==> src/source/fft_settings.svh <==
// Size, sample width, twiddle precision and frame latency of the 16-point FFT.
`ifndef FFT_SETTINGS_SVH
`define FFT_SETTINGS_SVH

// points per frame; the datapath is built for exactly sixteen.
`define FFT_POINTS 16

// bits in each real or imaginary part.
`define FFT_WIDTH 16

// twiddle factors are scaled by 2**TWIDDLE_FRAC.
`define TWIDDLE_FRAC 14

// cycles from the edge that samples next to the cycle where next_out is high.
`define FFT_LATENCY 42

`endif

==> src/source/fft_sequencer.sv <==
// Control FSM for frame load, the four butterfly stages, output capture and next_out.
`default_nettype none

`include "fft_settings.svh"

module fft_sequencer (
    input  logic clk,
    input  logic rst,
    input  logic next,
    input  logic stage_done,
    input  logic all_done,
    output logic load,
    output logic run,
    output logic capture,
    output logic next_out
);

    typedef enum logic [2:0] {
        IDLE,
        LOAD,
        STAGE,
        CAPTURE,
        DONE
    } state_t;

    state_t state;
    state_t state_nxt;

    always_comb begin
        state_nxt = state;
        case (state)
            IDLE:    if (next) state_nxt = LOAD;
            LOAD:    state_nxt = STAGE;   // first issue cycle of stage 0.
            STAGE:   if (stage_done && all_done) state_nxt = CAPTURE;
            CAPTURE: state_nxt = DONE;
            DONE:    state_nxt = IDLE;
            default: state_nxt = IDLE;
        endcase
    end

    always_ff @(posedge clk) begin
        if (rst) begin
            state <= IDLE;
        end else begin
            state <= state_nxt;
        end
    end

    assign load     = (state == IDLE) && next;  // bank takes the frame on this edge.
    assign run      = (state == LOAD) || (state == STAGE);
    assign capture  = (state == CAPTURE);
    assign next_out = (state == DONE);

    // a frame accepted in IDLE finishes at a fixed distance.
    a_latency: assert property (@(posedge clk) disable iff (rst)
        load |-> ##(`FFT_LATENCY) next_out);

    // each pulse answers the frame accepted that many cycles earlier and never repeats.
    a_single_pulse: assert property (@(posedge clk) disable iff (rst)
        next_out |-> $past(load, `FFT_LATENCY));

endmodule

`default_nettype wire

==> config.mk <==
export PLATFORM = sky130hd
export DESIGN_NAME = fft_sequencer
export DESIGN_NICKNAME = d
export VERILOG_FILES = /design/src/source/fft_sequencer.sv
export VERILOG_INCLUDE_DIRS = /design/src /design/src/source
export SDC_FILE = /design/constraint.sdc
export NUM_CORES = 1
export LEC_CHECK = 0
export ABC_AREA = 1
export BUFFER_PORTS_ARGS = -buffer_cell sky130_fd_sc_hd__buf_2
export CORE_AREA = 2 2 39 41
export DETAILED_ROUTE_END_ITERATION = 10
export DIE_AREA = 0 0 41 43
export GPL_TIMING_DRIVEN = 0
export PLACE_DENSITY = 0.36
export SYNTH_ARGS = -nofsm -noshare
export SYNTH_HDL_FRONTEND = slang
export SYNTH_SLANG_ARGS = --single-unit
==> constraint.sdc <==
create_clock -name clk -period 2.1 [get_ports clk]
set_input_delay 0.21 -clock clk [delete_from_list [all_inputs] [get_ports clk]]
set_output_delay 0.21 -clock clk [all_outputs]
set_load 0.05 [all_outputs]
==> impl_metrics.csv <==
group,metric,value,unit
timing,skew,0.00112,ns
timing,rsz0062_at_grt,"false",
finish,syn_to_final_growth,60.5,%
grt,grt_pass1_wl,517,µm
min_path,hp-class,"primary input to register",
finish,largest_register_ffs,3,
finish,num-fill-cells,173,
clock_tree,cts.clk_slew.worst_paths,0.04,ns
finish,regArea,60.1,µm²
synth,syn_inst,24,
clock_tree,cts-hold-fix-buffers,0,
synth,synthesis.area,143,µm²
synth,synth_fp_nets,29,
synth,synth_seq_cells,3,
floorplanning,pin_count,9,
worst_setup_path,worstPathCellList,"inv_1 > nand2_1 > nand2_1 > nor2_1 > buf_2",
synth,synthAdderAreaFrac,0,%
clock_tree,cts_max_level,1,
finish,layoutNonFillerInstCount,52,
finish,layout_common_cells,"buf_2 (8), nand2_1 (7), nor2_1 (7)",
routing,routed_via_density,3.29,
clock_tree,clock_sinks,3,
worst_setup_path,start_kind,"register",
timing,post-route-min-period,1.34,ns
worst_setup_path,cp_num_buf_inv,2,
grt,first_global_vias,146,
worst_setup_path,worstPathRequired,1.89,ns
timing,fmax,0.747,GHz
synth,synth_compound_area_share,0,%
timing,setup_viol,0,
pwr,ir_drop,0.000150,V
placement,gp_congestion,0.554,
finish,multi_input_area,67.6,µm²
clock_tree,clock_path_buffers,2,
finish,diodes,0,
worst_setup_path,slowest_delay,0.36,ns
synth,ys_seq_area_share,42.1,%
routing,drt_iter0_markers,3,
timing,timing.final.crit_share,63.7,%
floorplanning,coreArea,1380,µm²
synth,ys_warn_count,0,
worst_setup_path,r2r_start,"state[2]",
timing,hold_violations,0,
synth,synth_simple_gate_area_share,47.4,%
floorplanning,initial_core_util,10.3,%
routing,dr.pass1.iters,4,
finish,drive_above_1_share,30.6,%
routing,routed.top_layer,"met3",
pwr,power.density,1030,nW/µm²
synth,synth_top_family_by_area,"simple AND/OR/NAND/NOR gates",
routing,dr_wl_met3,32,µm
worst_setup_path,critPathTopFamily,"flip-flops",
grt,grt_usage,4.91,%
pwr,p_leak,0.127,nW
worst_setup_path,crit_path_end_kind,"output port",
finish,nets,42,
grt,grt_max_degree,8,
grt,gr-total-overflow,0,
timing,worst_pin_slew,0.248,ns
timing,tns,0,ns
finish,largestRegisters,"state: 3 flops",
timing,maxSlewHeadroom,83.6,%
synth,synth_area_per_cell,5.94,µm²
clock_tree,numCtsBuffers,3,
routing,wl_met2,186,µm
worst_setup_path,startpoint,"state[0]",
timing,maxSlewViolCount,0,
routing,wire_per_inst,6.35,µm
synth,yosysUniqueCellTypes,5,
floorplanning,die_w,41,µm
finish,top_register,"state",
status,status,"complete, no violations",
clock_tree,cts-resized-gates,0,
worst_setup_path,crit_arrival,1.13,ns
routing,m1WireLength,112,µm
placement,port_buffers,8,
routing,vias,171,
worst_setup_path,path_class,"register to output port",
flow_run,drv_cap,0,
routing,antenna_left,0,
floorplanning,num_rows,14,
pwr,p_total,0.000235,W
grt,antenna_found_initial,0,
finish,layout_commonest_cell,"buf_2",
placement,post-place-cells,48,
floorplanning,dieArea,1760,µm²
clock_tree,root_buffer,"clkbuf_4",
floorplanning,die_h,43,µm
routing,wirelength,330,µm
routing,route.detailed.drc,0,
worst_setup_path,cp_slowest_cell,"dfxtp_1",
synth,synth-xor-area-share,0,%
min_path,min_from,"rst",
worst_setup_path,crit_top_cell,"nand2_1",
worst_setup_path,path_max_fanout,4,
clock_tree,postCtsSetupRepairBufs,0,
synth,synthMuxAreaShare,0,%
clock_tree,cts_tree,"built",
clock_tree,clock_latency,0.23,ns
where the power goes:
part,switching [W],internal [W]
clock network,0.0000279,0.0000711
logic,0.0000510,0.0000173
registers,0.00000474,0.0000634
total,0.0000836,0.000152
final cells by class:
| class | instances | area share, % |
|---|---|---|
| Tap cell | 16 | 8.74 |
| Multi-Input combinational cell | 17 | 29.5 |
| Timing Repair Buffer | 8 | 17.5 |
| Sequential cell | 3 | 26.2 |
| Clock buffer | 4 | 11.5 |
| Inverter | 4 | 6.56 |
Yosys cell counts:
cell type | n | area (µm²)
nand2_1 | 7 | 26.3
nor2_1 | 7 | 26.3
inv_1 | 4 | 15.0
dfxtp_1 | 3 | 60.1
nor3_1 | 3 | 15.0
per-layer routing:
metal	global-route usage, %	vias to the layer above
met5	0	-
met4	6.00	0
met3	3.14	0
met2	5.94	3
met1	4.81	73
li1	-	95
path summary, 6_finish.rpt:
check	slack [ns]	depth (start not counted)	to
worst min-delay path	0.18	2	state[2]
worst max register to register	1.28	4	state[0]
worst min register to register	0.49	2	state[2]
worst max-delay path	0.76	5	run
per-stage QoR:
stage               setup WS, ns  util, %  instance area [µm²]  hold WS (ns)
detailed placement         0.993     14.6                  203         0.418
CTS                        0.741     16.5                  229         0.172
global placement           0.996     14.6                  203         0.419
global route               0.657     16.5                  229         0.185
finish                     0.762     16.5                  229         0.178
floorplan                  0.420        -                  143         0.287
cells by family after synthesis:
family | after synthesis
simple gates | 17
flops | 3
buf+inv | 4
No activity file was read; power rests on OpenSTA's default activity.
