$ cat src/source/fft_settings.svh
// Size, sample width, twiddle precision and frame latency of the 16-point FFT.
`ifndef FFT_SETTINGS_SVH
`define FFT_SETTINGS_SVH

// points per frame; the datapath is built for exactly sixteen.
`define FFT_POINTS 16

// bits in each real or imaginary part.
`define FFT_WIDTH 16

// twiddle factors are scaled by 2**TWIDDLE_FRAC.
`define TWIDDLE_FRAC 14

// cycles from the edge that samples next to the cycle where next_out is high.
`define FFT_LATENCY 42

`endif

$ cat src/source/fft_pkg.sv
// Package with the complex sample type and the address, stage and twiddle index types.
`default_nettype none

`include "fft_settings.svh"

package fft_pkg;

    // one complex sample, real part in the upper half of the word.
    typedef struct packed {
        logic signed [`FFT_WIDTH-1:0] re;
        logic signed [`FFT_WIDTH-1:0] im;
    } complex_t;

    // address of one word in the sample bank.
    typedef logic [$clog2(`FFT_POINTS)-1:0] addr_t;

    // radix-2 stage number, half span is 2**stage.
    typedef logic [1:0] stage_t;

    // selects W16^k for k from 0 to 7.
    typedef logic [2:0] twiddle_idx_t;

endpackage

`default_nettype wire

$ cat src/source/fft_if.sv
// Interface bfly_if carrying butterfly operands, twiddle index and write-back results.
`default_nettype none

interface bfly_if;

    fft_pkg::addr_t       rd_a;     // read address of the upper operand.
    fft_pkg::addr_t       rd_b;     // read address of the lower operand.
    fft_pkg::twiddle_idx_t tw_idx;
    logic                 issue;    // one butterfly enters the pipeline.
    fft_pkg::complex_t    op_a;
    fft_pkg::complex_t    op_b;
    logic                 wr_en;    // two results are written this cycle.
    fft_pkg::addr_t       wr_a;
    fft_pkg::addr_t       wr_b;
    fft_pkg::complex_t    res_a;
    fft_pkg::complex_t    res_b;

    modport counter (
        output rd_a, rd_b, tw_idx, issue
    );

    modport bank (
        input  rd_a, rd_b,
        output op_a, op_b,
        input  wr_en, wr_a, wr_b, res_a, res_b
    );

    modport butterfly (
        input  issue, op_a, op_b, tw_idx, rd_a, rd_b,
        output wr_en, wr_a, wr_b, res_a, res_b
    );

    modport monitor (
        input rd_a, rd_b, tw_idx, issue, op_a, op_b,
        input wr_en, wr_a, wr_b, res_a, res_b
    );

endinterface

`default_nettype wire

$ cat src/source/radix2_butterfly.sv
// Two-stage pipelined radix-2 complex butterfly with twiddle table and divide-by-two scaling.
`default_nettype none

`include "fft_settings.svh"

module radix2_butterfly (
    input logic clk,
    input logic rst,
    bfly_if.butterfly bus
);

    fft_pkg::complex_t                w;
    logic signed [2*`FFT_WIDTH-1:0]   p_rr;
    logic signed [2*`FFT_WIDTH-1:0]   p_ii;
    logic signed [2*`FFT_WIDTH-1:0]   p_ri;
    logic signed [2*`FFT_WIDTH-1:0]   p_ir;
    logic signed [2*`FFT_WIDTH:0]     prod_re;
    logic signed [2*`FFT_WIDTH:0]     prod_im;
    logic signed [2*`FFT_WIDTH:0]     sh_re;
    logic signed [2*`FFT_WIDTH:0]     sh_im;

    logic                             v1;
    fft_pkg::complex_t                a1;
    logic signed [`FFT_WIDTH:0]       t1_re;
    logic signed [`FFT_WIDTH:0]       t1_im;
    fft_pkg::addr_t                   wa1;
    fft_pkg::addr_t                   wb1;

    logic signed [`FFT_WIDTH:0]       sum_re;
    logic signed [`FFT_WIDTH:0]       sum_im;
    logic signed [`FFT_WIDTH:0]       dif_re;
    logic signed [`FFT_WIDTH:0]       dif_im;

    logic                             v2;
    fft_pkg::complex_t                r_a2;
    fft_pkg::complex_t                r_b2;
    fft_pkg::addr_t                   wa2;
    fft_pkg::addr_t                   wb2;

    // W16^k in Q1.14, re = cos(2*pi*k/16) and im = -sin(2*pi*k/16).
    function automatic fft_pkg::complex_t twiddle(input fft_pkg::twiddle_idx_t k);
        case (k)
            3'd0:    return '{re:  16'sd16384, im:  16'sd0};
            3'd1:    return '{re:  16'sd15137, im: -16'sd6270};
            3'd2:    return '{re:  16'sd11585, im: -16'sd11585};
            3'd3:    return '{re:  16'sd6270,  im: -16'sd15137};
            3'd4:    return '{re:  16'sd0,     im: -16'sd16384};
            3'd5:    return '{re: -16'sd6270,  im: -16'sd15137};
            3'd6:    return '{re: -16'sd11585, im: -16'sd11585};
            default: return '{re: -16'sd15137, im: -16'sd6270};
        endcase
    endfunction

    function automatic logic signed [`FFT_WIDTH-1:0] halve(input logic signed [`FFT_WIDTH:0] v);
        logic signed [`FFT_WIDTH:0] s;
        s = v >>> 1;
        return s[`FFT_WIDTH-1:0];
    endfunction

    assign w = twiddle(bus.tw_idx);

    // full-width complex product B * W.
    always_comb begin
        p_rr    = bus.op_b.re * w.re;
        p_ii    = bus.op_b.im * w.im;
        p_ri    = bus.op_b.re * w.im;
        p_ir    = bus.op_b.im * w.re;
        prod_re = p_rr - p_ii;
        prod_im = p_ri + p_ir;
        sh_re   = prod_re >>> `TWIDDLE_FRAC;  // rounds toward minus infinity.
        sh_im   = prod_im >>> `TWIDDLE_FRAC;
    end

    always_ff @(posedge clk) begin
        a1    <= bus.op_a;
        t1_re <= sh_re[`FFT_WIDTH:0];
        t1_im <= sh_im[`FFT_WIDTH:0];
        wa1   <= bus.rd_a;
        wb1   <= bus.rd_b;
    end

    // sums wrap at 17 bits before the shift.
    always_comb begin
        sum_re = {a1.re[`FFT_WIDTH-1], a1.re} + t1_re;
        sum_im = {a1.im[`FFT_WIDTH-1], a1.im} + t1_im;
        dif_re = {a1.re[`FFT_WIDTH-1], a1.re} - t1_re;
        dif_im = {a1.im[`FFT_WIDTH-1], a1.im} - t1_im;
    end

    always_ff @(posedge clk) begin
        r_a2 <= '{re: halve(sum_re), im: halve(sum_im)};
        r_b2 <= '{re: halve(dif_re), im: halve(dif_im)};
        wa2  <= wa1;
        wb2  <= wb1;
    end

    always_ff @(posedge clk) begin
        if (rst) begin
            v1 <= 1'b0;
            v2 <= 1'b0;
        end else begin
            v1 <= bus.issue;
            v2 <= v1;
        end
    end

    assign bus.wr_en = v2;
    assign bus.wr_a  = wa2;
    assign bus.wr_b  = wb2;
    assign bus.res_a = r_a2;
    assign bus.res_b = r_b2;

endmodule

`default_nettype wire

$ cat src/flat_wrapper.sv
// flat-port wrapper written by rule: the top's interface ports become plain ports
module radix2_butterfly_flat 
  (clk, rst, bus_issue, bus_op_a, bus_op_b, bus_tw_idx, bus_rd_a, bus_rd_b, bus_wr_en, bus_wr_a, bus_wr_b, bus_res_a, bus_res_b);
  bfly_if bus_i ();
  input logic clk;
  input logic rst;
  input wire logic [$bits(bus_i.issue)-1:0] bus_issue;
  input wire logic [$bits(bus_i.op_a)-1:0] bus_op_a;
  input wire logic [$bits(bus_i.op_b)-1:0] bus_op_b;
  input wire logic [$bits(bus_i.tw_idx)-1:0] bus_tw_idx;
  input wire logic [$bits(bus_i.rd_a)-1:0] bus_rd_a;
  input wire logic [$bits(bus_i.rd_b)-1:0] bus_rd_b;
  output wire logic [$bits(bus_i.wr_en)-1:0] bus_wr_en;
  output wire logic [$bits(bus_i.wr_a)-1:0] bus_wr_a;
  output wire logic [$bits(bus_i.wr_b)-1:0] bus_wr_b;
  output wire logic [$bits(bus_i.res_a)-1:0] bus_res_a;
  output wire logic [$bits(bus_i.res_b)-1:0] bus_res_b;
  assign bus_i.issue = bus_issue;
  assign bus_i.op_a = bus_op_a;
  assign bus_i.op_b = bus_op_b;
  assign bus_i.tw_idx = bus_tw_idx;
  assign bus_i.rd_a = bus_rd_a;
  assign bus_i.rd_b = bus_rd_b;
  assign bus_wr_en = bus_i.wr_en;
  assign bus_wr_a = bus_i.wr_a;
  assign bus_wr_b = bus_i.wr_b;
  assign bus_res_a = bus_i.res_a;
  assign bus_res_b = bus_i.res_b;
  radix2_butterfly u_core (.clk(clk), .rst(rst), .bus(bus_i));
endmodule
$ cat config.mk
export PLATFORM = sky130hd
export DESIGN_NAME = radix2_butterfly_flat
export DESIGN_NICKNAME = d
export VERILOG_FILES = /design/src/source/fft_pkg.sv /design/src/source/fft_if.sv /design/src/source/radix2_butterfly.sv /design/src/flat_wrapper.sv
export VERILOG_INCLUDE_DIRS = /design/src /design/src/source
export SDC_FILE = /design/constraint.sdc
export NUM_CORES = 2
export LEC_CHECK = 0
export ABC_AREA = 1
export BUFFER_PORTS_ARGS = -buffer_cell sky130_fd_sc_hd__buf_4
export CORE_ASPECT_RATIO = 1.25
export CORE_MARGIN = 5
export CORE_UTILIZATION = 30
export CTS_CLUSTER_DIAMETER = 30
export CTS_CLUSTER_SIZE = 28
export DETAILED_ROUTE_END_ITERATION = 7
export PLACE_DENSITY_LB_ADDON = 0.05
export RECOVER_POWER = 50
export SYNTH_ARGS = -nofsm -noshare
export SYNTH_HDL_FRONTEND = slang
export SYNTH_SLANG_ARGS = --single-unit
$ cat constraint.sdc
create_clock -name clk -period 9.9 [get_ports clk]
set_clock_uncertainty 0.2 [all_clocks]
set_input_delay 1.485 -clock clk [delete_from_list [all_inputs] [get_ports clk]]
set_output_delay 1.485 -clock clk [all_outputs]
set_load 0.005 [all_outputs]
==> results.yml <==
worst_setup_path:
  path_class: "input pin to flip-flop"
  path_max_fanout: 24
  required_ns: 10.02
  end_kind: "flip-flop"
  crit_path_top_delay_cell: "fa_1"
  critPathTopFamily: "adder cells"
  crit_arrival_ns: 9.22
  cp_num_buf_inv: 11
  crit_path_start_kind: "input pin"
  slowest_delay_ns: 0.59
synth:
  synthesis.area_um2: 43300
  ys_seq_area_share_pct: 6.84
  ys_seq_elements: 148
  ys_warn_count: 0
  syn_inst: 4982
  synth_ff_type: "dfxtp_1"
  async_flop_share_pct: 0
  ys_types: 48
  synth_edf_count: 0
  syn_area_per_cell_um2: 8.69
  synth_nets: 6522
placement:
  dp_slack_ns: 0.334
  gp_congestion: 0.903
  hpwlAfterDp_mm: 142
  portBuffers: 150
floorplanning:
  dieArea_um2: 152000
  ios: 151
  row_count: 156
  die_height_um: 435
  dieWidth_um: 350
  core_um2: 144000
  start_util_pct: 30.1
timing:
  setup_viol: 0
  fin_ws_ns: 0.803
  fin_crit_sh_pct: 91.9
  max_freq_ghz: 0.110
  slew-limit-headroom_pct: 33.5
  worstMarginPinSlew_ns: 0.996
  hold_viol: 0
  period_minus_slack_ns: 9.10
  rsz0062_at_grt: "false"
  fin_tns_setup_ns: 0
  slew_violations: 0
route:
  vias: 31430
  via_per_inst: 4.42
  wl_per_cell_um: 22.5
  drc: 0
  drt-initial-drc-count: 1739
  drt-pass1-iter-count: 5
  antenna_left: 0
  wl_mm: 160
global_routing:
  grt_pass1_wl_mm: 234
  gr-total-overflow: 0
  antenna_found_initial: 3
  track_usage_pct: 21.5
  grt_pass1_vias: 34984
  grt_max_degree: 40
cts:
  h-tree-depth: 4
  cts_tree: "built"
  cts_sinks: 148
  numCtsBuffers: 17
  clk-insertion-delay-late_ns: 0.50
  cts.clk_slew.worst_paths_ns: 0.06
  cts_buffer_depth: 2
  cts_hold_buf: 0
  post_cts_buffers: 0
  cts_root_buffer: "clkbuf_16"
  cts-resized-gates: 0
run:
  maxCapViolations: 0
outcome:
  status: "complete, no violations"
final_layout:
  nNetsFinal: 6736
  area_growth_pct: 11.3
  final_common_cell: "inv_1"
  mostFrequentLayoutCells: "1643 x inv_1, 1075 x fa_1, 642 x nand2_1, 469 x nor2_1, 387 x ha_1"
  drive_gt1_share_pct: 6.89
hold_path:
  holdCritPathClass: "flip-flop to flip-flop"
logic make-up (layout without fill, tap and decap cells):
kind of cell | count (synthesis) | in the layout | share of synthesized area (%)
simple gates | 1263 | 1263 | 11.6
compound gates | 230 | 230 | 3.09
fa+ha+maj | 1462 | 1462 | 60.9
buf+inv | 1775 | 2002 | 15.5
other cells | 0 | 2 | 0
xor+xnor | 104 | 104 | 2.10
flops | 148 | 148 | 6.84
layer usage:
| layer | routed length [um] | up-vias | GRT usage (%) |
|---|---|---|---|
| met5 | 12 | - | 0 |
| met4 | 5080 | 2 | 6.07 |
| met3 | 8270 | 145 | 3.40 |
| met2 | 78900 | 788 | 37.2 |
| met1 | 67500 | 15997 | 27.9 |
| li1 | - | 14498 | - |
synthesized netlist by cell type, types with 6 or more instances:
library cell | instances | area share (%)
a21boi_0 | 6 | 0.10
a21o_1 | 14 | 0.24
a21oi_1 | 109 | 1.3
a31oi_1 | 20 | 0.29
buf_1 | 8 | 0.069
buf_2 | 14 | 0.16
clkbuf_1 | 90 | 0.78
clkinv_1 | 14 | 0.12
dfxtp_1 | 148 | 6.8
fa_1 | 1075 | 50
ha_1 | 387 | 11
inv_1 | 1643 | 14
nand2_1 | 642 | 5.6
nand2_2 | 6 | 0.087
nand3_1 | 79 | 0.91
nand3b_1 | 11 | 0.19
nand4_1 | 12 | 0.17
nor2_1 | 470 | 4.1
nor3_1 | 18 | 0.21
nor4_1 | 9 | 0.13
o2111ai_1 | 7 | 0.14
o21ai_0 | 43 | 0.50
o21bai_1 | 12 | 0.21
o31ai_1 | 8 | 0.14
xnor2_1 | 22 | 0.44
xor2_1 | 82 | 1.7
layout make-up:
cell class              count  area (um2)
diodes                      2        5.00
clock buffers              20         437
clock inverters            12         149
fillers                 15434       95800
inverters                1661        6240
multi-input cells        3059       33700
flip-flops and latches    148        2960
well taps                1896        2370
repair buffers            309        2390
metrics by stage:
step,utilization [%],std cells,area [um2],hold WS (ns)
2_1_floorplan,-,4982,43300,0.110
3_3_place_gp,33.1,7073,47600,0.111
3_5_place_dp,33.1,7073,47600,0.115
4_1_cts,33.5,7105,48200,0.131
5_1_grt,33.5,7106,48200,0.138
6_report,33.5,7107,48200,0.128
state kept, by name, summed over array words and instances, names as in the netlist:
name,count
u_core.wa1,4
u_core.bus.wr_a,4
u_core.bus.wr_b,4
u_core.bus.wr_en,1
u_core.bus.res_a,32
u_core.bus.res_b,32
u_core.v1,1
u_core.t1_im,17
u_core.t1_re,17
u_core.a1,32
u_core.wb1,4
worst paths after layout:
check / slack (ns) / to / startpoint / depth (start not counted)
worst max-delay path: 0.80 / u_core.t1_re[1]$_DFF_P_ / bus_tw_idx[0] / 30
worst min-delay path: 0.13 / u_core.bus.wr_a[2]$_DFF_P_ / u_core.wa1[2]$_DFF_P_ / 0
worst max register to register: 7.22 / u_core.bus.res_a[12]$_DFF_P_ / u_core.t1_im[10]$_DFF_P_ / 10
worst min register to register: 0.13 / u_core.bus.wr_a[2]$_DFF_P_ / u_core.wa1[2]$_DFF_P_ / 0
Power is left out: the tool's default activity adds up to more than one toggle a clock period on the data nets, which glitch-free logic cannot reach.
