File: src/source/fft_settings.svh
// Size, sample width, twiddle precision and frame latency of the 16-point FFT.
`ifndef FFT_SETTINGS_SVH
`define FFT_SETTINGS_SVH

// points per frame; the datapath is built for exactly sixteen.
`define FFT_POINTS 16

// bits in each real or imaginary part.
`define FFT_WIDTH 16

// twiddle factors are scaled by 2**TWIDDLE_FRAC.
`define TWIDDLE_FRAC 14

// cycles from the edge that samples next to the cycle where next_out is high.
`define FFT_LATENCY 42

`endif

File: src/source/fft_pkg.sv
// Package with the complex sample type and the address, stage and twiddle index types.
`default_nettype none

`include "fft_settings.svh"

package fft_pkg;

    // one complex sample, real part in the upper half of the word.
    typedef struct packed {
        logic signed [`FFT_WIDTH-1:0] re;
        logic signed [`FFT_WIDTH-1:0] im;
    } complex_t;

    // address of one word in the sample bank.
    typedef logic [$clog2(`FFT_POINTS)-1:0] addr_t;

    // radix-2 stage number, half span is 2**stage.
    typedef logic [1:0] stage_t;

    // selects W16^k for k from 0 to 7.
    typedef logic [2:0] twiddle_idx_t;

endpackage

`default_nettype wire

File: src/source/fft_if.sv
// Interface bfly_if carrying butterfly operands, twiddle index and write-back results.
`default_nettype none

interface bfly_if;

    fft_pkg::addr_t       rd_a;     // read address of the upper operand.
    fft_pkg::addr_t       rd_b;     // read address of the lower operand.
    fft_pkg::twiddle_idx_t tw_idx;
    logic                 issue;    // one butterfly enters the pipeline.
    fft_pkg::complex_t    op_a;
    fft_pkg::complex_t    op_b;
    logic                 wr_en;    // two results are written this cycle.
    fft_pkg::addr_t       wr_a;
    fft_pkg::addr_t       wr_b;
    fft_pkg::complex_t    res_a;
    fft_pkg::complex_t    res_b;

    modport counter (
        output rd_a, rd_b, tw_idx, issue
    );

    modport bank (
        input  rd_a, rd_b,
        output op_a, op_b,
        input  wr_en, wr_a, wr_b, res_a, res_b
    );

    modport butterfly (
        input  issue, op_a, op_b, tw_idx, rd_a, rd_b,
        output wr_en, wr_a, wr_b, res_a, res_b
    );

    modport monitor (
        input rd_a, rd_b, tw_idx, issue, op_a, op_b,
        input wr_en, wr_a, wr_b, res_a, res_b
    );

endinterface

`default_nettype wire

File: src/source/sample_bank.sv
// Sixteen-word complex register bank with bit-reversed load, two reads, two writes and output snapshot.
`default_nettype none

`include "fft_settings.svh"

module sample_bank (
    input  logic                         clk,
    input  logic                         rst,
    input  logic                         load,
    input  logic                         capture,
    input  logic signed [`FFT_WIDTH-1:0] x_re [`FFT_POINTS],
    input  logic signed [`FFT_WIDTH-1:0] x_im [`FFT_POINTS],
    output logic signed [`FFT_WIDTH-1:0] y_re [`FFT_POINTS],
    output logic signed [`FFT_WIDTH-1:0] y_im [`FFT_POINTS],
    bfly_if.bank                         bus
);

    fft_pkg::complex_t mem  [`FFT_POINTS];
    fft_pkg::complex_t snap [`FFT_POINTS];

    function automatic fft_pkg::addr_t bit_rev(input fft_pkg::addr_t a);
        return {a[0], a[1], a[2], a[3]};
    endfunction

    // working store: the frame arrives in bit-reversed order, the stages update in place.
    always_ff @(posedge clk) begin
        if (load) begin
            for (int n = 0; n < `FFT_POINTS; n++) begin
                mem[bit_rev(fft_pkg::addr_t'(n))] <= '{re: x_re[n], im: x_im[n]};
            end
        end else if (bus.wr_en) begin
            mem[bus.wr_a] <= bus.res_a;
            mem[bus.wr_b] <= bus.res_b;
        end
    end

    always_ff @(posedge clk) begin
        if (rst) begin
            snap <= '{default: '0};
        end else if (capture) begin
            snap <= mem;    // held until the next frame is captured.
        end
    end

    assign bus.op_a = mem[bus.rd_a];
    assign bus.op_b = mem[bus.rd_b];

    always_comb begin
        for (int m = 0; m < `FFT_POINTS; m++) begin
            y_re[m] = snap[m].re;
            y_im[m] = snap[m].im;
        end
    end

    // write-back from the butterfly never collides with itself or with a frame load.
    a_write_ports: assert property (@(posedge clk) disable iff (rst)
        bus.wr_en |-> (bus.wr_a != bus.wr_b) && !load);

endmodule

`default_nettype wire

File: src/flat_wrapper.sv
// flat-port wrapper written by rule: the top's interface ports become plain ports
module sample_bank_flat 
  (clk, rst, load, capture, x_re, x_im, y_re, y_im, bus_rd_a, bus_rd_b, bus_op_a, bus_op_b, bus_wr_en, bus_wr_a, bus_wr_b, bus_res_a, bus_res_b);
  bfly_if bus_i ();
  input  logic clk;
  input  logic rst;
  input  logic load;
  input  logic capture;
  input  logic signed [`FFT_WIDTH-1:0] x_re[`FFT_POINTS];
  input  logic signed [`FFT_WIDTH-1:0] x_im[`FFT_POINTS];
  output logic signed [`FFT_WIDTH-1:0] y_re[`FFT_POINTS];
  output logic signed [`FFT_WIDTH-1:0] y_im[`FFT_POINTS];
  input wire logic [$bits(bus_i.rd_a)-1:0] bus_rd_a;
  input wire logic [$bits(bus_i.rd_b)-1:0] bus_rd_b;
  output wire logic [$bits(bus_i.op_a)-1:0] bus_op_a;
  output wire logic [$bits(bus_i.op_b)-1:0] bus_op_b;
  input wire logic [$bits(bus_i.wr_en)-1:0] bus_wr_en;
  input wire logic [$bits(bus_i.wr_a)-1:0] bus_wr_a;
  input wire logic [$bits(bus_i.wr_b)-1:0] bus_wr_b;
  input wire logic [$bits(bus_i.res_a)-1:0] bus_res_a;
  input wire logic [$bits(bus_i.res_b)-1:0] bus_res_b;
  assign bus_i.rd_a = bus_rd_a;
  assign bus_i.rd_b = bus_rd_b;
  assign bus_op_a = bus_i.op_a;
  assign bus_op_b = bus_i.op_b;
  assign bus_i.wr_en = bus_wr_en;
  assign bus_i.wr_a = bus_wr_a;
  assign bus_i.wr_b = bus_wr_b;
  assign bus_i.res_a = bus_res_a;
  assign bus_i.res_b = bus_res_b;
  sample_bank u_core (.clk(clk), .rst(rst), .load(load), .capture(capture), .x_re(x_re), .x_im(x_im), .y_re(y_re), .y_im(y_im), .bus(bus_i));
endmodule
File: config.mk
export PLATFORM = sky130hd
export DESIGN_NAME = sample_bank_flat
export DESIGN_NICKNAME = d
export VERILOG_FILES = /design/src/source/fft_pkg.sv /design/src/source/fft_if.sv /design/src/source/sample_bank.sv /design/src/flat_wrapper.sv
export VERILOG_INCLUDE_DIRS = /design/src /design/src/source
export SDC_FILE = /design/constraint.sdc
export NUM_CORES = 2
export LEC_CHECK = 0
export BUFFER_PORTS_ARGS = -buffer_cell sky130_fd_sc_hd__buf_2
export CAP_MARGIN = 20
export CELL_PAD_IN_SITES_DETAIL_PLACEMENT = 1
export CELL_PAD_IN_SITES_GLOBAL_PLACEMENT = 2
export CORE_AREA = 3 3 451 453
export CTS_BUF_LIST = sky130_fd_sc_hd__clkbuf_16
export DETAILED_ROUTE_END_ITERATION = 10
export DIE_AREA = 0 0 454 456
export GPL_TIMING_DRIVEN = 0
export PLACE_DENSITY = 0.66
export SLEW_MARGIN = 20
export SYNTH_ARGS = -nofsm -noshare
export SYNTH_HDL_FRONTEND = slang
export SYNTH_SLANG_ARGS = --single-unit
export TNS_END_PERCENT = 1
File: constraint.sdc
create_clock -name clk -period 3.1 [get_ports clk]
set_input_delay 0.775 -clock clk [delete_from_list [all_inputs] [get_ports clk]]
set_output_delay 0.775 -clock clk [all_outputs]
set_load 0.05 [all_outputs]
==> qor.csv <==
stage;metric;value;unit
outcome;run status;finished, violations left;
outcome;failing checks;negative setup slack;
final_layout;Fill cells;22900;
die;initial core utilization;0.268;
place;Routability Congestion;0.968;
route;Antenna Violating Nets Remaining;0;
pwr;total power divided by cell area;626;mW/mm^2
synthesis;Main synth FF type;sky130_fd_sc_hd__edfxtp_1;
pwr;register share of total power;0.398;
final_layout;multi-input combinational cell area;0.0252;mm^2
critical_path;max incr delay on CP;0.43;ns
grt;met3 usage in global routing;0.0577;
critical_path;worst setup slack for register-to-register paths;2.11;ns
route;DRT Wirelength;374;mm
flow_run;total of max-cap violations;0;
synthesis;leading cell types by total area after synthesis;sky130_fd_sc_hd__edfxtp_1, sky130_fd_sc_hd__dfxtp_1, sky130_fd_sc_hd__mux4_2;
grt;GR Util met1;0.432;
place;Cell Area, Placed;0.0628;mm^2
synthesis;leading cell type by number of instances after synthesis;sky130_fd_sc_hd__nor2_1;
synthesis;Mapped Nets;5867;
final_layout;sequential cell area;0.0256;mm^2
final_layout;net count of the finished layout;7150;
die;floorplan die height;456;um
route;vias post-DR;53000;
pwr;switching power total;0.0154;W
critical_path;Slowest-stage cell, CP;sky130_fd_sc_hd__a22oi_2;
cts;TritonCTS clock tree;yes;
critical_path;kind of start point of the critical path;primary input;
final_layout;final core utilization;0.344;
synthesis;asr flop ratio synth;0;
cts;Clock Sinks;1024;
critical_path;cells traversed along the worst timing path;buf_4, clkbuf_4, mux4_2, a22oi_2, nand2_2, buf_2;
final_layout;post-layout instance count excluding filler cells;9348;
grt;initial antenna violation count;49;
timing;endpoints failing setup;150;
synthesis;cell type with the largest total area after synthesis;sky130_fd_sc_hd__edfxtp_1;
cts;CTS Root Buffer Type;sky130_fd_sc_hd__clkbuf_16;
route;initial detailed-routing violation count;5675;
grt;total gr overflow;0;
grt;global-route total usage across every layer;0.348;
synthesis;basic-gate share of the synthesized area counting and, or, nand and nor cells;0.177;
synthesis;post-synthesis sequential area ratio;0.479;
pwr;switching share of power;0.360;
synthesis;number of unique standard cell types used by synthesis;34;
synthesis;Avg Cell Area, Syn;10.1;um^2
timing;final setup margin;-0.442;ns
grt;vias in the first global route;52700;
timing;headroom to the max-slew limit;0.137;
synthesis;share of cell area taken by muxes after synthesis;0.204;
die;I/O pin count;1173;
route;Via-to-Cell Ratio;5.67;
timing;clock period minus worst slack;3.54;ns
critical_path;critical path capture point type;output pin;
synthesis;number of instances in the synthesized netlist;5270;
synthesis;warning count from the yosys run;0;
cts;clock slew seen by the registers of the worst setup and hold paths;0.06;ns
synthesis;post-synthesis adder-cell area fraction;0;
timing;TNS Setup;-20.55;ns
final_layout;final design area excluding fillers;0.0686;mm^2
place;Port Buffers;1102;
critical_path;Arr. time, crit path;2.77;ns
route;number of detailed-route iterations in the first pass;5;
route;routed length per instance;40.0;um
cts;deepest clock path buffer count;3;
synthesis;combinational family with the most area after synthesis;multiplexers;
synthesis;Post-synth EDFFs;512;
synthesis;commonest cells in the netlist;sky130_fd_sc_hd__nor2_1, sky130_fd_sc_hd__nand2_1;
die;Die ar.;0.207;mm^2
grt;most crowded layer after global routing;met2;
die;row count;164;
timing;Max Clock Skew;0.0355;ns
synthesis;post-synthesis compound-gate area fraction;0.0794;
place;half-perimeter wire length after detailed placement;309;mm
timing;max-slew violation count;0;
grt;met2 Track Usage GR;0.544;
timing;final critical-path share of the clock period;1.14;
grt;pin count of the biggest net entering global routing;33;
die;width of the die;454;um
pwr;internal power component;0.0275;W
timing;RSZ-0062 raised after global routing;yes;
critical_path;endpoint required time on the critical path;2.32;ns
critical_path;Worst Path Class, Setup;primary input to output pin;
place;count of placed standard cells including taps;9050;
synthesis;XOR/XNOR Fraction of Synth Area;0;
grt;global-route wire length before repair;487;mm
critical_path;crit-path max FO;10;
timing;Final Hold Fails;0;
hold_path;min-delay worst type;primary input to register;
cts;TritonCTS buffer count;135;
final_layout;signed area change from the synthesized netlist to the final layout;28.3;%
pwr;clock share of power;0.367;
timing;Tightest Pin Transition;1.30;ns
cts;later-pin clock latency in the skew report;0.82;ns
final_layout;fraction of layout cells with a size suffix above 1;0.319;
synthesis;Mapped Area;0.0535;mm^2
synthesis;portion of synthesized cell area occupied by the leading cell type;0.288;
cts;deepest level of the CTS H-tree;4;
die;core region area;0.200;mm^2
pwr;leakage;27.7;nW
pwr;combinational fraction of design power;0.235;
synthesis;flop and latch count out of synthesis;1024;
route;DRC;0;
pwr;IR Drop Worst-Case VDD;595;uV
timing;Max Clk Rate;282;MHz
## flip-flops by register name, indices dropped and copies added, names as in the netlist
| signal | flops |
|---|---|
| u_core.y_im | 256 |
| u_core.y_re | 256 |
| u_core.mem | 512 |
## stage by stage
| step | hold WS, ns | power (W) | worst slack [ns] |
|---|---|---|---|
| final | 0.323 | 0.0430 | -0.442 |
| after global routing | 0.305 | 0.0439 | -0.421 |
| after CTS | 0.269 | 0.0430 | -0.505 |
| after detailed placement | 0.475 | 0.0269 | -1.74 |
| after global placement | 0.470 | 0.0267 | -2.13 |
| after floorplan | 0.495 | 0.0222 | 0.0872 |
## worst paths after layout
path | startpoint | end | cells after the start
setup / recovery | bus_rd_a[1] | bus_op_a[19] | 6
hold / removal | x_im[140] | u_core.mem[44] | 3
setup reg to reg | u_core.mem[47] | u_core.y_im[31] | 3
hold reg to reg | u_core.y_im[193] | u_core.y_im[193] | 2
## final cells by class
type,instances,area share
repair buffers,1146,0.0935
multi-input cells,3608,0.367
clock inverters,99,0.00846
inverters,1,0.0000547
well taps,2656,0.0484
clock buffers,149,0.0544
diodes,28,0.00102
flip-flops and latches,1024,0.374
plain buffers,637,0.0538
## cell usage in the layout (no fill, tap or decap), types with 121 or more instances in the layout
cell,instances
sky130_fd_sc_hd__buf_2,1240
sky130_fd_sc_hd__nor2_1,1026
sky130_fd_sc_hd__nand2_1,534
sky130_fd_sc_hd__a31oi_1,512
sky130_fd_sc_hd__mux2i_1,512
sky130_fd_sc_hd__edfxtp_1,512
sky130_fd_sc_hd__dfxtp_1,512
sky130_fd_sc_hd__nand3_1,482
sky130_fd_sc_hd__mux4_2,256
sky130_fd_sc_hd__clkbuf_1,252
sky130_fd_sc_hd__clkbuf_16,149
sky130_fd_sc_hd__buf_6,121
## what timing repair did
action | in CTS | in global routing
resized for setup | 358 | 22
pin swaps | 81 | 24
hold buffers | 0 | 0
endpoints found under the setup margin | 539 | 107
buffers inserted | 19 | 3
## power by group through the flow
| stage | sequential (W) | clock (W) | combinational (W) |
|---|---|---|---|
| final | 0.0171 | 0.0158 | 0.0101 |
| after global routing | 0.0171 | 0.0164 | 0.0104 |
| after CTS | 0.0170 | 0.0159 | 0.0100 |
| after detailed placement | 0.0173 | 0 | 0.00958 |
| after global placement | 0.0173 | 0 | 0.00942 |
| after floorplan | 0.0182 | 0 | 0.00394 |
## cells by family (layout without fill, tap and decap cells)
kind of cell,Yosys count,after routing
other,0,28
DFF,1024,1024
and+or+nand+nor,2184,2184
buffers and inverters,638,2032
AOI/OAI and AO/OA,656,656
muxes,768,768
## critical path, delay by kind of cell
kind / cells / cell delay (ns)
compound gates: 1 / 0.43
buf+inv: 3 / 0.97
mux: 1 / 0.35
simple gates: 1 / 0.23
## layer usage
layer / routed length [um] / share of wire
met4: 32400 / 0.087
met1: 146000 / 0.39
met2: 169000 / 0.45
met5: 41 / 0.00011
met3: 26700 / 0.071
(Power assumes the default switching activity.)
