`src/source/fft_settings.svh`:
```
// Size, sample width, twiddle precision and frame latency of the 16-point FFT.
`ifndef FFT_SETTINGS_SVH
`define FFT_SETTINGS_SVH

// points per frame; the datapath is built for exactly sixteen.
`define FFT_POINTS 16

// bits in each real or imaginary part.
`define FFT_WIDTH 16

// twiddle factors are scaled by 2**TWIDDLE_FRAC.
`define TWIDDLE_FRAC 14

// cycles from the edge that samples next to the cycle where next_out is high.
`define FFT_LATENCY 42

`endif

```
`src/source/fft_pkg.sv`:
```
// Package with the complex sample type and the address, stage and twiddle index types.
`default_nettype none

`include "fft_settings.svh"

package fft_pkg;

    // one complex sample, real part in the upper half of the word.
    typedef struct packed {
        logic signed [`FFT_WIDTH-1:0] re;
        logic signed [`FFT_WIDTH-1:0] im;
    } complex_t;

    // address of one word in the sample bank.
    typedef logic [$clog2(`FFT_POINTS)-1:0] addr_t;

    // radix-2 stage number, half span is 2**stage.
    typedef logic [1:0] stage_t;

    // selects W16^k for k from 0 to 7.
    typedef logic [2:0] twiddle_idx_t;

endpackage

`default_nettype wire

```
`src/source/fft_if.sv`:
```
// Interface bfly_if carrying butterfly operands, twiddle index and write-back results.
`default_nettype none

interface bfly_if;

    fft_pkg::addr_t       rd_a;     // read address of the upper operand.
    fft_pkg::addr_t       rd_b;     // read address of the lower operand.
    fft_pkg::twiddle_idx_t tw_idx;
    logic                 issue;    // one butterfly enters the pipeline.
    fft_pkg::complex_t    op_a;
    fft_pkg::complex_t    op_b;
    logic                 wr_en;    // two results are written this cycle.
    fft_pkg::addr_t       wr_a;
    fft_pkg::addr_t       wr_b;
    fft_pkg::complex_t    res_a;
    fft_pkg::complex_t    res_b;

    modport counter (
        output rd_a, rd_b, tw_idx, issue
    );

    modport bank (
        input  rd_a, rd_b,
        output op_a, op_b,
        input  wr_en, wr_a, wr_b, res_a, res_b
    );

    modport butterfly (
        input  issue, op_a, op_b, tw_idx, rd_a, rd_b,
        output wr_en, wr_a, wr_b, res_a, res_b
    );

    modport monitor (
        input rd_a, rd_b, tw_idx, issue, op_a, op_b,
        input wr_en, wr_a, wr_b, res_a, res_b
    );

endinterface

`default_nettype wire

```
`src/source/butterfly_counter.sv`:
```
// Stage and butterfly counter generating pair addresses, twiddle index and issue.
`default_nettype none

`include "fft_settings.svh"

module butterfly_counter (
    input  logic clk,
    input  logic rst,
    input  logic run,
    output logic stage_done,
    output logic all_done,
    bfly_if.counter bus
);

    fft_pkg::stage_t stage;
    logic [3:0]      cnt;       // butterflies 0 to 7, then two drain cycles.
    logic [3:0]      half;
    logic [3:0]      j;
    logic [3:0]      lo;
    logic [3:0]      hi;
    logic [3:0]      k;
    fft_pkg::addr_t  addr_a;

    always_ff @(posedge clk) begin
        if (rst || !run) begin
            stage <= '0;
            cnt   <= '0;
        end else if (stage_done) begin
            stage <= stage + 1'b1;
            cnt   <= '0;
        end else begin
            cnt <= cnt + 1'b1;
        end
    end

    // a = (j / h) * 2h + (j mod h) and k = (j mod h) * (8 / h).
    always_comb begin
        half = 4'd1 << stage;
        j    = {1'b0, cnt[2:0]};
        lo   = j & (half - 4'd1);
        hi   = (j - lo) << 1;
        k    = lo << (2'd3 - stage);
    end

    assign addr_a      = hi | lo;
    assign bus.rd_a    = addr_a;
    assign bus.rd_b    = addr_a + half;
    assign bus.tw_idx  = k[2:0];
    assign bus.issue   = run && (cnt < 4'(`FFT_POINTS / 2));

    assign stage_done = run && (cnt == 4'(`FFT_POINTS / 2 + 1));
    assign all_done   = stage_done && (stage == 2'd3);

    // the upper address never has the span bit set, so its partner differs only in that bit.
    a_pair_span: assert property (@(posedge clk) disable iff (rst)
        bus.issue |-> ((bus.rd_a & half) == 4'd0) && (bus.rd_b == (bus.rd_a | half)));

endmodule

`default_nettype wire

```
`src/flat_wrapper.sv`:
```
// flat-port wrapper written by rule: the top's interface ports become plain ports
module butterfly_counter_flat 
  (clk, rst, run, stage_done, all_done, bus_rd_a, bus_rd_b, bus_tw_idx, bus_issue);
  bfly_if bus_i ();
  input  logic clk;
  input  logic rst;
  input  logic run;
  output logic stage_done;
  output logic all_done;
  output wire logic [$bits(bus_i.rd_a)-1:0] bus_rd_a;
  output wire logic [$bits(bus_i.rd_b)-1:0] bus_rd_b;
  output wire logic [$bits(bus_i.tw_idx)-1:0] bus_tw_idx;
  output wire logic [$bits(bus_i.issue)-1:0] bus_issue;
  assign bus_rd_a = bus_i.rd_a;
  assign bus_rd_b = bus_i.rd_b;
  assign bus_tw_idx = bus_i.tw_idx;
  assign bus_issue = bus_i.issue;
  butterfly_counter u_core (.clk(clk), .rst(rst), .run(run), .stage_done(stage_done), .all_done(all_done), .bus(bus_i));
endmodule
```
`config.mk`:
```
export PLATFORM = sky130hd
export DESIGN_NAME = butterfly_counter_flat
export DESIGN_NICKNAME = d
export VERILOG_FILES = /design/src/source/fft_pkg.sv /design/src/source/fft_if.sv /design/src/source/butterfly_counter.sv /design/src/flat_wrapper.sv
export VERILOG_INCLUDE_DIRS = /design/src /design/src/source
export SDC_FILE = /design/constraint.sdc
export NUM_CORES = 1
export LEC_CHECK = 0
export ABC_CLOCK_PERIOD_IN_PS = 1600
export BUFFER_PORTS_ARGS = -buffer_cell sky130_fd_sc_hd__buf_2
export CORE_AREA = 4 4 41 43
export DETAILED_ROUTE_END_ITERATION = 8
export DIE_AREA = 0 0 45 47
export GPL_TIMING_DRIVEN = 0
export MAX_ROUTING_LAYER = met4
export PLACE_DENSITY = 0.66
export REMOVE_ABC_BUFFERS = 1
export SLEW_MARGIN = 20
export SYNTH_ARGS = -nofsm -noshare
export SYNTH_HDL_FRONTEND = slang
export SYNTH_SLANG_ARGS = --single-unit
```
`constraint.sdc`:
```
create_clock -name clk -period 1.6 [get_ports clk]
set_input_delay 0.16 -clock clk [delete_from_list [all_inputs] [get_ports clk]]
set_output_delay 0.16 -clock clk [all_outputs]
set_load 0.03 [all_outputs]
```
==> results.json, run 1 <==
{
  "htreeDepth": 1,
  "synth-edff-count": 0,
  "synth_top_cells_by_area": "dfxtp_1 23%, ha_1 22%, nand2_1 6.6%",
  "viasPerCell": 4.68,
  "drcViolationCount": 0,
  "drv_cap": 0,
  "synth_area_um2": 514,
  "die_h_um": 47,
  "core_area_mm2": 0.00130,
  "grt_antenna_before_repair": 0,
  "cts_root_buffer": "clkbuf_4",
  "hpwl_um": 826,
  "gp_congestion": 0.729,
  "powerDensity_mw_per_mm2": 395,
  "pre_cts_ws_ps": -380,
  "area_delta_synth_final_pct": 75.9,
  "start_util_pct": 39.5,
  "yosysWarnings": 0,
  "slew_violations": 0,
  "worstPathRequired_ps": 1440,
  "ys_types": 24,
  "fp.dieW_um": 45,
  "io_pins": 17,
  "numCtsBuffers": 3,
  "overflow": 0,
  "hp-class": "input port to flop",
  "grt_usage_pct": 16.3,
  "syn_inst": 62,
  "portBuffers": 16,
  "detail_route.wirelength_um": 1470,
  "synth.avg_cell_area_um2": 8.29,
  "cp-start-kind": "flop",
  "min_period_ps": 1850,
  "insertedDiodeCount": 0,
  "crit_start": "u_core.stage[1]",
  "ys_async_sr_fraction_pct": 0,
  "cp-end-kind": "output port",
  "fin_nets": 110,
  "max_freq_mhz": 541,
  "finalNonFillerCells": 110,
  "violations": "negative setup slack",
  "ys_seq_area_share_pct": 23.4,
  "clk_path_buf_depth": 2,
  "grt_pass1_wl_um": 2340,
  "cts_tree": "done",
  "placed_cells": 93,
  "vias": 515,
  "core.rowCount": 13,
  "firstDrtPassIters": 4,
  "ir_drop_mv": 0.472,
  "power.leakage_nw": 0.408,
  "min_from": "rst",
  "synth_common_cells": "9 x ha_1, 9 x nand2_1, 7 x inv_1, 6 x dfxtp_1, 5 x nor2_1",
  "layout_setup_ws_ps": -248,
  "fillers": 99,
  "first_iter_violations": 6,
  "ant_nets": 0,
  "grt_pass1_vias": 566,
  "ys_ff_latch": 6,
  "finalHoldViolCount": 0,
  "status": "finished with violations",
  "dpl_cell_area_um2": 613,
  "cts.clk_slew.worst_paths_ps": 50,
  "critPathArrivalTime_ps": 1690,
  "insertion_delay_ps": 240,
  "path_max_fanout": 5,
  "setup_viol": 5,
  "power_mw": 0.357,
  "drive_gt1_share_pct": 64.2,
  "yosys.area.top_type_share_pct": 23.4,
  "final_area_um2": 905,
  "synth_top_cell_by_area": "dfxtp_1",
  "die_area_mm2": 0.00212,
  "grt_max_degree": 9,
  "worstReg2RegStart": "u_core.cnt[1]",
  "wire_per_inst_um": 13.4,
  "period_share_pct": 116,
  "path_class": "flop to output port",
  "ys.flop_type": "dfxtp_1",
  "hold_buffers": 0,
  "finalClockSkew_ps": 1.35,
  "clkSinkCount": 6,
  "rsz0062_at_grt": "yes"
}
[sequential cells by signal, indices dropped and copies added (netlist names)]
signal,flops
u_core.cnt,4
u_core.stage,2
[area by class of cell]
class                   count  area (µm²)  area share (%)
inverters                   7        31.3            3.46
repair buffers             30         224            24.8
flip-flops and latches      6         133            14.7
clock buffers               3        22.5            2.49
multi-input cells          49         475            52.6
well taps                  15        18.8            2.07
[cell families (layout without fill, tap and decap cells)]
kind of cell	count (synthesis)	count (layout)	synth area share, %
mux	1	1	1.95
flops	6	6	23.4
simple gates	25	25	25.8
other cells	1	1	0.729
compound gates	7	7	7.30
fa+ha+maj	10	10	25.8
buf+inv	7	40	5.11
xor+xnor	5	5	9.98
[placed cells by master, fill, tap and decap left out, types with 3 or more instances in the layout]
master,n
ha_4,6
inv_2,4
xnor2_1,3
buf_2,8
buf_6,5
clkbuf_4,3
nor2_1,5
dfxtp_4,3
nand2_1,7
buf_4,17
[path summary, 6_finish.rpt]
kind | cells after the start | slack [ps] | to
setup / recovery | 8 | -250 | bus_rd_b[1]
setup reg to reg | 7 | 400 | u_core.stage[1]
hold reg to reg | 1 | 490 | u_core.cnt[0]
hold / removal | 3 | 210 | u_core.stage[0]
[report_power, final]
group          switching [mW]  total (mW)  internal (mW)
clock network          0.0529       0.138         0.0847
logic                  0.0379      0.0660         0.0281
registers             0.00507       0.154          0.149
total                  0.0958       0.357          0.261
[per-stage QoR]
| stage | util (%) | hold slack (ps) | TNS, ps |
|---|---|---|---|
| after global placement | 47.1 | 461 | -928 |
| after global routing | 69.5 | 244 | -1230 |
| after CTS | 65.8 | 209 | -674 |
| after detailed placement | 47.1 | 466 | -1060 |
| after floorplan | - | 330 | -2340 |
| final | 69.5 | 209 | -807 |
[worst max-delay path: stages (launching register included)]
cell     delay (ps)
dfxtp_4         370
inv_4            80
ha_4            130
nand2_2          50
nand2_2          90
inv_2            40
fa_2            530
inv_2            40
buf_6           120
[layer usage]
layer / up-vias / share of wire, % / global-route usage (%)
li1: 263 / - / -
met1: 234 / 35 / 13.7
met2: 14 / 58 / 33.9
met3: 4 / 4.3 / 3.83
met4: 0 / 2.6 / 5.85
met5: - / 0 / -
[repair_timing]
action / 4_1_cts / 5_1_grt
pin swaps: 8 / 6
buffers inserted: 11 / 4
gates resized for setup: 42 / 11
gates cloned: 0 / 0
setup endpoints to repair: 11 / 8
Power figures use the tool's default switching activity.
==> run 2, diff against run 1 <==
RECOVER_POWER = 100   (was default)
==> results.json, run 2 (synthesis results as in run 1) <==
{
  "rsz0062_at_grt": "yes",
  "powerDensity_mw_per_mm2": 396,
  "period_share_pct": 115,
  "fillers": 101,
  "utilization_pct": 69.2,
  "min_period_ps": 1850,
  "insertion_delay_ps": 240,
  "io_pins": 17,
  "die_area_mm2": 0.00212,
  "drive_gt1_share_pct": 62.1,
  "cp.depth": 8,
  "cts.clk_slew.worst_paths_ps": 50,
  "p_int_mw": 0.261,
  "finalClockSkew_ps": 1.64,
  "fin_nets": 110,
  "insertedDiodeCount": 0,
  "status": "finished with violations",
  "grt_antenna_before_repair": 0,
  "path_buf_inv": 4,
  "critPathArrivalTime_ps": 1690,
  "switching_share_pct": 26.9,
  "holdPathStages": 3,
  "fp.dieW_um": 45,
  "clockPowerShare_pct": 38.6,
  "hp-class": "input port to flop",
  "finalNonFillerCells": 110,
  "r2r_cells": 6,
  "cts_root_buffer": "clkbuf_4",
  "worstPathRequired_ps": 1440,
  "core_area_mm2": 0.00130,
  "top_regs": "u_core.cnt (4), u_core.stage (2)",
  "setup_viol": 5,
  "grt_pass1_vias": 566,
  "ant_nets": 0,
  "htreeDepth": 1,
  "seq_power_share_pct": 43.1,
  "crit_start": "u_core.stage[1]",
  "fin_setup_tns_ps": -806,
  "vias": 517,
  "grt_max_degree": 9,
  "portBuffers": 16,
  "grt_pass1_wl_um": 2340,
  "grt_usage_pct": 16.3,
  "max_stage_delay_ps": 530,
  "max_freq_mhz": 541,
  "path_max_fanout": 5,
  "violations": "negative setup slack",
  "first_iter_violations": 6,
  "clkSinkCount": 6,
  "overflow": 0,
  "cp-end-kind": "output port",
  "wire_per_inst_um": 13.3,
  "path_class": "flop to output port",
  "hold_buffers": 0,
  "gp_congestion": 0.729,
  "regMostFlops": "u_core.cnt",
  "cts_tree": "done",
  "hpwl_um": 826,
  "area_delta_synth_final_pct": 75.2,
  "largest_register_ffs": 4,
  "worstReg2RegStart": "u_core.cnt[0]",
  "path_cells": "inv_4 -> ha_4 -> nand2_2 -> nand2_2 -> inv_2 -> fa_2 -> inv_2 -> buf_6",
  "combPwrFrac_pct": 18.3,
  "firstDrtPassIters": 4,
  "clk_path_buf_depth": 2,
  "layout_commonest_cell": "buf_4",
  "slew_violations": 0,
  "layout_setup_ws_ps": -248,
  "final_cell_mix": "17 x buf_4, 7 x nand2_1, 7 x buf_2",
  "viasPerCell": 4.70,
  "min_from": "rst",
  "ir_drop_mv": 0.470,
  "p_switching_mw": 0.0958,
  "pre_cts_ws_ps": -380,
  "finalHoldViolCount": 0,
  "core.rowCount": 13,
  "die_h_um": 47,
  "power_mw": 0.357,
  "final_area_um2": 901,
  "cp-start-kind": "flop",
  "detail_route.wirelength_um": 1470,
  "final-seq-area_um2": 133,
  "multi_input_area_um2": 473,
  "drcViolationCount": 0,
  "placed_cells": 93,
  "dpl_cell_area_um2": 613,
  "hold_slack_ps": 209,
  "numCtsBuffers": 3,
  "slowest_stage": "fa_2",
  "start_util_pct": 39.5,
  "drv_cap": 0,
  "power.leakage_nw": 0.406,
  "cpLargestDelayFamily": "adder cells"
}
-- run 2: changes by cell type in the layout (fill, tap and decap cells not counted) --
cell / change
buf_2: -1
clkbuf_1: +1
ha_1: +1
ha_2: -1
-- run 2: final timing paths --
kind / slack [ps] / endpoint
hold / removal: 210 / u_core.stage[0]
setup reg to reg: 400 / u_core.stage[1]
hold reg to reg: 490 / u_core.cnt[0]
setup / recovery: -250 / bus_rd_b[1]
-- run 2: final cells by class --
cell class	count	share of cell area [%]
Clock buffer	3	2.50
Tap cell	15	2.08
Timing Repair Buffer	30	24.7
Inverter	7	3.47
Multi-Input combinational cell	49	52.5
Sequential cell	6	14.7
-- run 2: worst min-delay path, stage by stage --
cell and delay (ps):
buf_2 70, nand2b_1 130, a21oi_1 50
-- run 2: timing repair --
item / 4_1_cts / 5_1_grt
endpoints found under the setup margin: 11 / 8
buffers inserted: 11 / 4
gates resized for setup: 42 / 11
pin swaps: 8 / 6
-- run 2: routing by layer --
layer	vias up	GRT usage [%]	share of wire, %
met5	-	-	0
met2	14	33.9	58
met1	236	13.7	35
li1	263	-	-
met4	0	5.85	2.6
met3	4	3.83	4.2
-- run 2: power groups by stage --
| stage | registers [mW] | logic (mW) | clock network, mW |
|---|---|---|---|
| floorplan | 0.158 | 0.0353 | 0 |
| global placement | 0.159 | 0.0476 | 0 |
| detailed placement | 0.159 | 0.0488 | 0 |
| CTS | 0.154 | 0.0626 | 0.137 |
| global route | 0.154 | 0.0695 | 0.149 |
| finish | 0.154 | 0.0653 | 0.138 |
